===== config.mk =====
export PLATFORM = sky130hd
export DESIGN_NAME = rvfiRvviBridge
export DESIGN_NICKNAME = d
export VERILOG_FILES = /design/src/common/rvviPkg.sv /design/src/design/retireFormatter.sv /design/src/netTracker/netLatch.sv /design/src/netTracker/netReporter.sv /design/src/design/rvfiRvviBridge.sv
export SDC_FILE = /design/constraint.sdc
export NUM_CORES = 1
export LEC_CHECK = 0
export ABC_AREA = 0
export BUFFER_PORTS_ARGS = -buffer_cell sky130_fd_sc_hd__buf_2
export CAP_MARGIN = 25
export CORE_AREA = 2 2 596 598
export DETAILED_ROUTE_END_ITERATION = 10
export DIE_AREA = 0 0 598 600
export MAX_ROUTING_LAYER = met4
export PLACE_DENSITY = 0.31
export SETUP_SLACK_MARGIN = 0.1
export SYNTH_ARGS = -nofsm -noshare
export SYNTH_HDL_FRONTEND = slang
export SYNTH_SLANG_ARGS = --single-unit

===== constraint.sdc =====
create_clock -name rvvi -period 20.6 [get_ports rvvi]
set_input_delay 5.15 -clock rvvi [delete_from_list [all_inputs] [get_ports rvvi]]
set_output_delay 5.15 -clock rvvi [all_outputs]
set_load 0.05 [all_outputs]

===== src/common/rvviPkg.sv =====
`default_nettype none

package rvviPkg;

   ///////////////////////////////////////////////////////////////////////
   // widths and counts
   ///////////////////////////////////////////////////////////////////////
   localparam int xlen      = 32;
   localparam int numCsr    = 8;
   localparam int numGpr    = 32;
   localparam int numNet    = 10;
   localparam int numIrqNet = 7;

   ///////////////////////////////////////////////////////////////////////
   // CSR slots
   ///////////////////////////////////////////////////////////////////////
   typedef enum logic [2:0] {
      csrMstatus,
      csrMie,
      csrMtvec,
      csrMscratch,
      csrMepc,
      csrMcause,
      csrMtval,
      csrMip
   } csrIdx_e;

   // architectural address per slot, same order as csrIdx_e
   localparam logic [11:0] csrAddr [numCsr] = '{
      12'h300, 12'h304, 12'h305, 12'h340,
      12'h341, 12'h342, 12'h343, 12'h344
   };

   ///////////////////////////////////////////////////////////////////////
   // nets and causes
   ///////////////////////////////////////////////////////////////////////
   // lowest value wins when several nets change together
   typedef enum logic [3:0] {
      haltReq,
      mswIrq,
      mTimerIrq,
      mExtIrq,
      localIrq0,
      localIrq1,
      localIrq2,
      localIrq3,
      nmi,
      instrBusFault
   } netId_e;

   // core irq line for each interrupt net, starting at mswIrq
   localparam int unsigned irqLineOf [numIrqNet] = '{3, 7, 11, 16, 17, 18, 19};

   localparam logic [10:0] nmiLoadCause       = 11'd1024;
   localparam logic [10:0] nmiStoreCause      = 11'd1025;
   localparam logic [5:0]  instrBusFaultCause = 6'd48;

   ///////////////////////////////////////////////////////////////////////
   // records
   ///////////////////////////////////////////////////////////////////////
   typedef struct packed {
      logic [xlen-1:0] rdata;
      logic [xlen-1:0] wdata;
      logic [xlen-1:0] wmask;
   } csrPort_t;

   typedef struct packed {
      logic       trap;
      logic       exception;
      logic [5:0] exceptionCause;
   } trapInfo_t;

   typedef struct packed {
      logic        intr;
      logic        interrupt;
      logic [10:0] cause;
   } intrInfo_t;

   // one retired instruction as seen on the core side
   typedef struct packed {
      logic [63:0]                order;
      logic [31:0]                insn;
      trapInfo_t                  trap;
      intrInfo_t                  intr;
      logic                       nmiPending;
      logic [1:0]                 mode;
      logic [xlen-1:0]            pcRdata;
      logic [xlen-1:0]            pcWdata;
      logic [4:0]                 rdAddr;
      logic [xlen-1:0]            rdWdata;
      csrPort_t [numCsr-1:0]      csr;
   } retire_t;

   typedef struct packed {
      logic [63:0]                order;
      logic [31:0]                insn;
      trapInfo_t                  trap;
      intrInfo_t                  intr;
      logic [1:0]                 mode;
      logic [xlen-1:0]            pcRdata;
      logic [xlen-1:0]            pcWdata;
      logic [numGpr-1:0]          xWb;
      logic [xlen-1:0]            xWdata;
      logic [numCsr-1:0][xlen-1:0] csr;
      logic [numCsr-1:0]          csrWb;
   } trace_t;

   typedef struct packed {
      netId_e id;
      logic   level;
      logic   nmiStore;
   } netEvent_t;

endpackage

`default_nettype wire


===== src/design/retireFormatter.sv =====
`timescale 1ns/10ps
`default_nettype none

module retireFormatter (
   input  wire logic               rvvi,
   input  wire logic               rstN_i,
   input  wire logic               retValid_i,
   input  wire rvviPkg::retire_t   ret_i,
   input  wire logic               traceReady_i,
   output logic                    retReady_o,
   output logic                    traceValid_o,
   output rvviPkg::trace_t         trace_o
);

   logic                                           accept;
   rvviPkg::trace_t                                nextTrace;
   logic [rvviPkg::numCsr-1:0][rvviPkg::xlen-1:0]  prevCsr;

   // single slot, so a taken record frees it in the same cycle
   assign retReady_o = !traceValid_o || traceReady_i;
   assign accept     = retValid_i && retReady_o;

   //////////////////////////////////////////////////////////////////////
   // record formatting
   //////////////////////////////////////////////////////////////////////
   always_comb begin
      nextTrace.order   = ret_i.order;
      nextTrace.insn    = ret_i.insn;
      nextTrace.trap    = ret_i.trap;
      nextTrace.intr    = ret_i.intr;
      nextTrace.mode    = ret_i.mode;
      nextTrace.pcRdata = ret_i.pcRdata;
      nextTrace.pcWdata = ret_i.pcWdata;

      // written bits from wdata, the rest from rdata
      for (int i = 0; i < rvviPkg::numCsr; i++) begin
         nextTrace.csr[i] = (ret_i.csr[i].wdata & ret_i.csr[i].wmask)
                          | (ret_i.csr[i].rdata & ~ret_i.csr[i].wmask);
         nextTrace.csrWb[i] = nextTrace.csr[i] != prevCsr[i];
      end

      // x0 never shows a writeback
      if (ret_i.rdAddr != 5'd0) begin
         nextTrace.xWb    = rvviPkg::numGpr'(1) << ret_i.rdAddr;
         nextTrace.xWdata = ret_i.rdWdata;
      end else begin
         nextTrace.xWb    = '0;
         nextTrace.xWdata = '0;
      end
   end

   //////////////////////////////////////////////////////////////////////
   // output slot
   //////////////////////////////////////////////////////////////////////
   always_ff @(posedge rvvi) begin
      if (!rstN_i) begin
         traceValid_o <= 1'b0;
         prevCsr      <= '0;
      end else if (accept) begin
         traceValid_o <= 1'b1;
         // reference for the next csrWb compare
         prevCsr      <= nextTrace.csr;
      end else if (traceReady_i) begin
         traceValid_o <= 1'b0;
      end
   end

   always_ff @(posedge rvvi) begin
      if (accept) begin
         trace_o <= nextTrace;
      end
   end

endmodule

`default_nettype wire


===== src/netTracker/netLatch.sv =====
`timescale 1ns/10ps
`default_nettype none

module netLatch (
   input  wire logic                  rvvi,
   input  wire logic                  rstN_i,
   input  wire logic                  retFire_i,
   input  wire rvviPkg::retire_t      ret_i,
   input  wire logic [31:0]           irq_i,
   input  wire logic                  debugReq_i,
   output logic [rvviPkg::numNet-1:0] wanted_o,
   output logic                       nmiStore_o
);

   logic                        nmiCause;
   logic                        nmiSrc;
   logic                        busFaultSrc;
   logic [rvviPkg::numNet-1:0]  srcHit;

   //////////////////////////////////////////////////////////////////////
   // sources
   //////////////////////////////////////////////////////////////////////
   // load or store bus error reported as an interrupt
   assign nmiCause = ret_i.intr.intr && ret_i.intr.interrupt
                  && (ret_i.intr.cause == rvviPkg::nmiLoadCause
                      || ret_i.intr.cause == rvviPkg::nmiStoreCause);

   assign nmiSrc      = nmiCause || ret_i.nmiPending;
   assign busFaultSrc = ret_i.trap.trap && ret_i.trap.exception
                     && ret_i.trap.exceptionCause == rvviPkg::instrBusFaultCause;

   always_comb begin
      srcHit = '0;
      srcHit[rvviPkg::haltReq] = debugReq_i;
      for (int k = 0; k < rvviPkg::numIrqNet; k++) begin
         srcHit[int'(rvviPkg::mswIrq) + k] = irq_i[rvviPkg::irqLineOf[k]];
      end
      // retirement sourced nets only count on a transfer
      srcHit[rvviPkg::nmi]           = retFire_i && nmiSrc;
      srcHit[rvviPkg::instrBusFault] = retFire_i && busFaultSrc;
   end

   //////////////////////////////////////////////////////////////////////
   // wanted levels
   //////////////////////////////////////////////////////////////////////
   // set while the source is high, clear on a retirement without it
   always_ff @(posedge rvvi) begin
      if (!rstN_i) begin
         wanted_o   <= '0;
         nmiStore_o <= 1'b0;
      end else begin
         wanted_o <= srcHit | (wanted_o & ~{rvviPkg::numNet{retFire_i}});
         if (retFire_i && nmiSrc) begin
            nmiStore_o <= ret_i.intr.cause == rvviPkg::nmiStoreCause;
         end
      end
   end

endmodule

`default_nettype wire


===== src/netTracker/netReporter.sv =====
`timescale 1ns/10ps
`default_nettype none

module netReporter (
   input  wire logic                  rvvi,
   input  wire logic                  rstN_i,
   input  wire logic [rvviPkg::numNet-1:0] wanted_i,
   input  wire logic                  nmiStore_i,
   input  wire logic                  netReady_i,
   output logic                       netValid_o,
   output rvviPkg::netEvent_t         netEvent_o
);

   logic [rvviPkg::numNet-1:0]  reported;
   logic [rvviPkg::numNet-1:0]  diff;
   logic [3:0]                  pickIdx;

   // nets the consumer has not yet been told about
   assign diff       = wanted_i ^ reported;
   assign netValid_o = |diff;

   //////////////////////////////////////////////////////////////////////
   // priority select
   //////////////////////////////////////////////////////////////////////
   always_comb begin
      pickIdx = '0;
      // walk downwards so the lowest differing net is kept
      for (int n = rvviPkg::numNet - 1; n >= 0; n--) begin
         if (diff[n]) begin
            pickIdx = 4'(n);
         end
      end
   end

   always_comb begin
      netEvent_o.id       = rvviPkg::netId_e'(pickIdx);
      netEvent_o.level    = wanted_i[pickIdx];
      netEvent_o.nmiStore = (netEvent_o.id == rvviPkg::nmi) ? nmiStore_i : 1'b0;
   end

   //////////////////////////////////////////////////////////////////////
   // reported levels
   //////////////////////////////////////////////////////////////////////
   always_ff @(posedge rvvi) begin
      if (!rstN_i) begin
         reported <= '0;
      end else if (netValid_o && netReady_i) begin
         reported[pickIdx] <= wanted_i[pickIdx];
      end
   end

endmodule

`default_nettype wire


===== src/design/rvfiRvviBridge.sv =====
`timescale 1ns/10ps
`default_nettype none

module rvfiRvviBridge (
   input  wire logic               rvvi,
   input  wire logic               rstN_i,
   input  wire logic               retValid_i,
   input  wire rvviPkg::retire_t   ret_i,
   input  wire logic               traceReady_i,
   input  wire logic [31:0]        irq_i,
   input  wire logic               debugReq_i,
   input  wire logic               netReady_i,
   output logic                    retReady_o,
   output logic                    traceValid_o,
   output rvviPkg::trace_t         trace_o,
   output logic                    netValid_o,
   output rvviPkg::netEvent_t      netEvent_o
);

   logic                        retFire;
   logic [rvviPkg::numNet-1:0]  wanted;
   logic                        nmiStore;

   // retirement handshake completes this edge
   assign retFire = retValid_i && retReady_o;

   retireFormatter uFormatter (
      .rvvi         (rvvi),
      .rstN_i       (rstN_i),
      .retValid_i   (retValid_i),
      .ret_i        (ret_i),
      .traceReady_i (traceReady_i),
      .retReady_o   (retReady_o),
      .traceValid_o (traceValid_o),
      .trace_o      (trace_o)
   );

   netLatch uNetLatch (
      .rvvi       (rvvi),
      .rstN_i     (rstN_i),
      .retFire_i  (retFire),
      .ret_i      (ret_i),
      .irq_i      (irq_i),
      .debugReq_i (debugReq_i),
      .wanted_o   (wanted),
      .nmiStore_o (nmiStore)
   );

   netReporter uNetReporter (
      .rvvi       (rvvi),
      .rstN_i     (rstN_i),
      .wanted_i   (wanted),
      .nmiStore_i (nmiStore),
      .netReady_i (netReady_i),
      .netValid_o (netValid_o),
      .netEvent_o (netEvent_o)
   );

endmodule

`default_nettype wire


Word level (Yosys, flattened, before mapping)
Index checks and enable logic that the tools add are counted.

cells by class
  $lt $le $gt $ge = 2
  equality and inequality tests = 12
  shifts and indexed selects = 1
  mux-type cells = 18
  bitwise gates (word level) = 36
  reductions and logical operators = 16

operators by type and width
  kind                                                                   count
  32-bit AND                                                             16
  32-bit != test                                                         8
  32-bit inverter                                                        8
  32-bit bitwise OR                                                      8
  4-bit two-way mux                                                      10
  1-bit by 5-bit left shift with 32-bit output, first input constant     1
  11-bit == test, second input constant                                  2
  10-bit AND                                                             1
  10-bit bitwise mux                                                     1
  10-bit inverter                                                        1
  10-bit bitwise OR                                                      1
  10-bit OR reduction                                                    1
  10-bit bitwise XOR                                                     1
  1-bit logical AND                                                      9
  6-bit == test, second input constant                                   1
  4-bit by 5-bit < comparator with 1-bit output, second input constant   1
  1-bit two-way mux                                                      5
  5-bit nonzero test                                                     1
  1-bit binary-select mux with 4-bit select                              1
  1-bit demux with 4-bit select                                          1
  4-bit == test, second input constant                                   1
  4-bit by 1-bit >= comparator with 1-bit output, second input constant  1
  1-bit logical OR                                                       3
  2-bit nonzero test                                                     1
  1-bit zero test                                                        1

storage, ports and cells
  register bits = 789
  output and inout bits = 520
  logic and storage cells = 119

Depth between registers and ports, before layout
  depth after elaboration = 16
  mapped depth = 9

By module
Synthesis repeated with hierarchy kept, for this count alone.

unflattened totals
  cell total of the unflattened synthesis = 2482
  area total of the unflattened synthesis = 32429.9 um^2

modules (own cells, without submodules)
  module           times used  cells each  area each (um^2)  sequential area each (um^2)
  retireFormatter  1           2309        30939.7           20489.7
  netReporter      1           124         992.2             200.2
  netLatch         1           48          491.7             220.2
  rvfiRvviBridge   1           1           6.3               0.0

Least setup slack after synthesis
OpenSTA, ideal clock, no wires.

  kind = input port to flip-flop
  start = in traceReady_i
  end = reg uFormatter.trace_o[0] (netlist name)
  setup time = 1.076 ns
  arrival time = 19.926 ns
  setup slack = -0.402 ns
  cell stages on the path = 4
  buffers on the path = 1
  path through = nand2b_1 -> nand2_1 -> clkinv_1 -> clkbuf_1

between the ends
  longest elaborated chain between the ends = 2

RTL lines
  what               line                   RTL
  start, declared    rvfiRvviBridge.sv:9    input wire logic traceReady_i,
  1-bit logical OR   retireFormatter.sv:20  assign retReady_o = !traceValid_o || traceReady_i;
  1-bit logical AND  --
  net retFire        rvfiRvviBridge.sv:20   logic retFire;

The timed path passes the listed nets, and every way through them passes these cells.
A chain may end at the register's enable or synchronous reset.

Worst setup path in the final report
  start = in traceReady_i
  end = out retReady_o

between the ends
  longest elaborated chain between the ends = 1

RTL lines
  what              line                   RTL
  1-bit logical OR  retireFormatter.sv:20
  end, declared     rvfiRvviBridge.sv:13   output logic retReady_o,

Every way passes these cells.

==> reports/qor.csv <==
stage,metric,value,unit
routing,wl,188,mm
floorplan,num_rows,218,
global_route,globalRouteOverflowTotal,0,
timing,finalSetupViolations,0,
yosys,yosys.area_share.simple,15.8,%
cts,clkSlewWorstSetupHoldPaths,0.06,ns
critical_path,r2r_slack,16.35,ns
timing,slew_viol_final,0,
layout,fin_nets,5045,
flow_run,max-cap-violations,0,
cts,clk_latency,0.81,ns
place,port_buffers,1521,
routing,vias,25777,
critical_path,endpoint_kind,output pin,
floorplan,die_x,598,um
global_route,antenna_found_initial,59,
yosys,synth-seq-cells,789,
routing,drt_first_pass_iters,5,
place,routabilityCongestion,0.940,
routing,routedWlPerCell,21.4,um
yosys,synth_cells,2460,
timing,finalCritPeriodShare,52.8,%
yosys,ys_seq_area_share,65.2,%
floorplan,initial_core_util,9.12,%
cts,cts_tree,built,
layout,fin_cells,8784,
cts,cts_setup_buffers,0,
timing,relSlewSlack,37.1,%
floorplan,ios,1547,
floorplan,die_area,359000,um2
timing,tightest_slew,0.943,ns
routing,dr.first_iter.drc_count,1124,
yosys,avgSynthCellArea,13.0,um2
critical_path,cp.arrival,5.72,ns
layout,syn_to_final_growth,53.5,%
yosys,synth_top_cell_by_area,edfxtp_1,
timing,rsz0062_at_grt,false,
critical_path,cp-start-kind,primary input,
timing,final-hold-violation-count,0,
layout,fill_cells,39720,
yosys,yosys.cell_types.count,53,
yosys,syn_area,32100,um2
cts,cts_buffer_depth,4,
critical_path,rr_worst_depth,6,
critical_path,required,15.45,ns
critical_path,r2r-end,uFormatter.trace_o[119]$_DFFE_PP_,
yosys,synth_area_leaders,"edfxtp_1 (48%), dfxtp_1 (17%), mux2_2 (9.1%)",
global_route,track_usage,10.2,%
pwr,p_leak,18.5,nW
cts,cts_root_buf,clkbuf_16,
cts,ctsHoldBuffers,0,
yosys,synth-main-ff-cell,edfxtp_1,
global_route,grt_pass1_wl,242,mm
floorplan,die_y,600,um
timing,fmax,0.0920,GHz
place,place_inst,8524,
outcome,outcome,"complete, no violations",
min_path,hp-class,reg -> reg,
yosys,synth_compound_area_share,1.23,%
routing,viasPerCell,2.93,
floorplan,core,352000,um2
routing,drcViolationCount,0,
yosys,muxShareOfSynthArea,9.15,%
yosys,synth-xor-area-share,7.44,%
critical_path,crit_start,traceReady_i,
yosys,synth_top_area_share,47.8,%
routing,postRouteAntennaNets,0,
yosys,synthArstFlopShare,0,%
pwr,ir_worst_vdd,0.0657,mV
global_route,first_global_vias,26891,
layout,layout-drive-gt1-share,48.2,%
yosys,syn_nets,3487,
timing,setup_tns,0,ns
cts,numClockSinks,789,
critical_path,rr_startpoint,uFormatter.traceValid_o$_SDFFE_PN0P_,
cts,cts-resized-gates,0,
pwr,power.density,95.7,nW/um2
yosys,synth_edf_count,511,
critical_path,critPathKind,in -> out,
yosys,synth_top_family_by_area,simple AND/OR/NAND/NOR gates,
yosys,synth_fa_ha_area_share,0,%
timing,finClkSkew,0.0766,ns
place,hpwlAfterDp,155,mm
critical_path,critical_path.max_fanout,3,
global_route,grt_max_degree,138,
cts,h-tree-depth,3,
timing,fin_crit,10.87,ns
critical_path,critPathCapture,retReady_o,
yosys,yosys_warnings,0,
cts,cts_made_buffers,110,
[power by group]
part	internal, mW	switching (mW)
registers	1.81	0.0577
clock network	1.18	0.797
logic	0.267	0.598
total	3.26	1.45
[layout by cell type (no fill, tap or decap), types with 59 or more instances in the layout]
cell type,Yosys,routed
diode_2,0,59
mux2_2,258,258
edfxtp_1,511,511
clkbuf_16,0,112
nor3b_1,257,257
nand4_1,66,66
buf_2,2,1520
dfxtp_1,278,278
nor2_1,550,550
xnor2_1,262,262
[state kept, by name, summed over array words and instances, names as in the netlist, named ones only]
name                     count
uNetReporter.reported       10
uFormatter.traceValid_o      1
uNetLatch.nmiStore_o         1
uNetLatch.wanted_o           8
uFormatter.prevCsr         256
uFormatter.trace_o         511
[cell families after synthesis]
logic type / count (synthesis)
flip-flops: 789
XOR/XNOR: 270
other: 1
AND/OR/NAND/NOR: 988
AO/OA/AOI/OAI: 49
multiplexers: 261
buffers and inverters: 102
[worst min path at each step]
stage,from,endpoint,slack (ns),depth (start not counted)
floorplan,flop,flop,0.47,2
global placement,uFormatter.prevCsr[89]$_SDFFE_PN0P_,uFormatter.prevCsr[89]$_SDFFE_PN0P_,0.49,2
detailed placement,uFormatter.prevCsr[135]$_SDFFE_PN0P_,uFormatter.prevCsr[135]$_SDFFE_PN0P_,0.50,2
CTS,uFormatter.prevCsr[71]$_SDFFE_PN0P_,uFormatter.prevCsr[71]$_SDFFE_PN0P_,0.51,2
global route,uFormatter.prevCsr[126]$_SDFFE_PN0P_,uFormatter.prevCsr[126]$_SDFFE_PN0P_,0.52,2
finish,uFormatter.prevCsr[13]$_SDFFE_PN0P_,uFormatter.prevCsr[13]$_SDFFE_PN0P_,0.50,2
[cells in the mapped netlist, types with 2 or more instances]
cell type  number
a21boi_0        2
a21oi_1        13
and2_1         32
and3_1          2
buf_1           6
buf_2           2
clkbuf_1       88
dfxtp_1       278
edfxtp_1      511
inv_1           4
mux2_2        258
mux2i_1         3
nand2_1        24
nand2b_1        5
nand3_1         4
nand3b_1        3
nand4_1        66
nor2_1        550
nor2b_1        15
nor3_1          4
nor3b_1       257
nor4_1         18
o21ai_0         2
o21ai_1         2
o21bai_1        7
o311a_1         7
or2_2           2
or3_1           2
or3b_2          2
xnor2_1       262
xnor2_2         3
xor2_1          5
[stage by stage]
stage	instance area, um2	hold slack [ns]	worst slack [ns]	util, %	power, mW
finish	49200	0.505	9.73	14.0	4.71
detailed placement	45300	0.499	9.72	12.9	2.79
CTS	49000	0.507	9.71	13.9	4.85
floorplan	32100	0.469	7.45	-	2.43
global route	49200	0.524	9.70	14.0	4.94
global placement	45300	0.493	9.70	12.9	2.79
[final cells by class]
type                    instances  area, um2  area share [%]
diodes                         59        148           0.300
clock buffers                 144       3020            6.14
clock inverters                55        668            1.36
inverters                       6       30.0          0.0610
multi-input cells            1569      10800            21.9
flip-flops and latches        789      20900            42.5
well taps                    4620       5780            11.7
repair buffers               1542       7880            16.0
[worst max-delay path: stages]
cell and delay, ns:
buf_2 0.07, nand2b_1 0.20, buf_2 0.30
[routing by layer]
metal / GRT usage, % / routed length [um]
met5: - / 0
met2: 18.2 / 96900
met1: 10.7 / 69900
met3: 2.40 / 11900
met4: 4.64 / 9100
(Power assumes the default switching activity.)
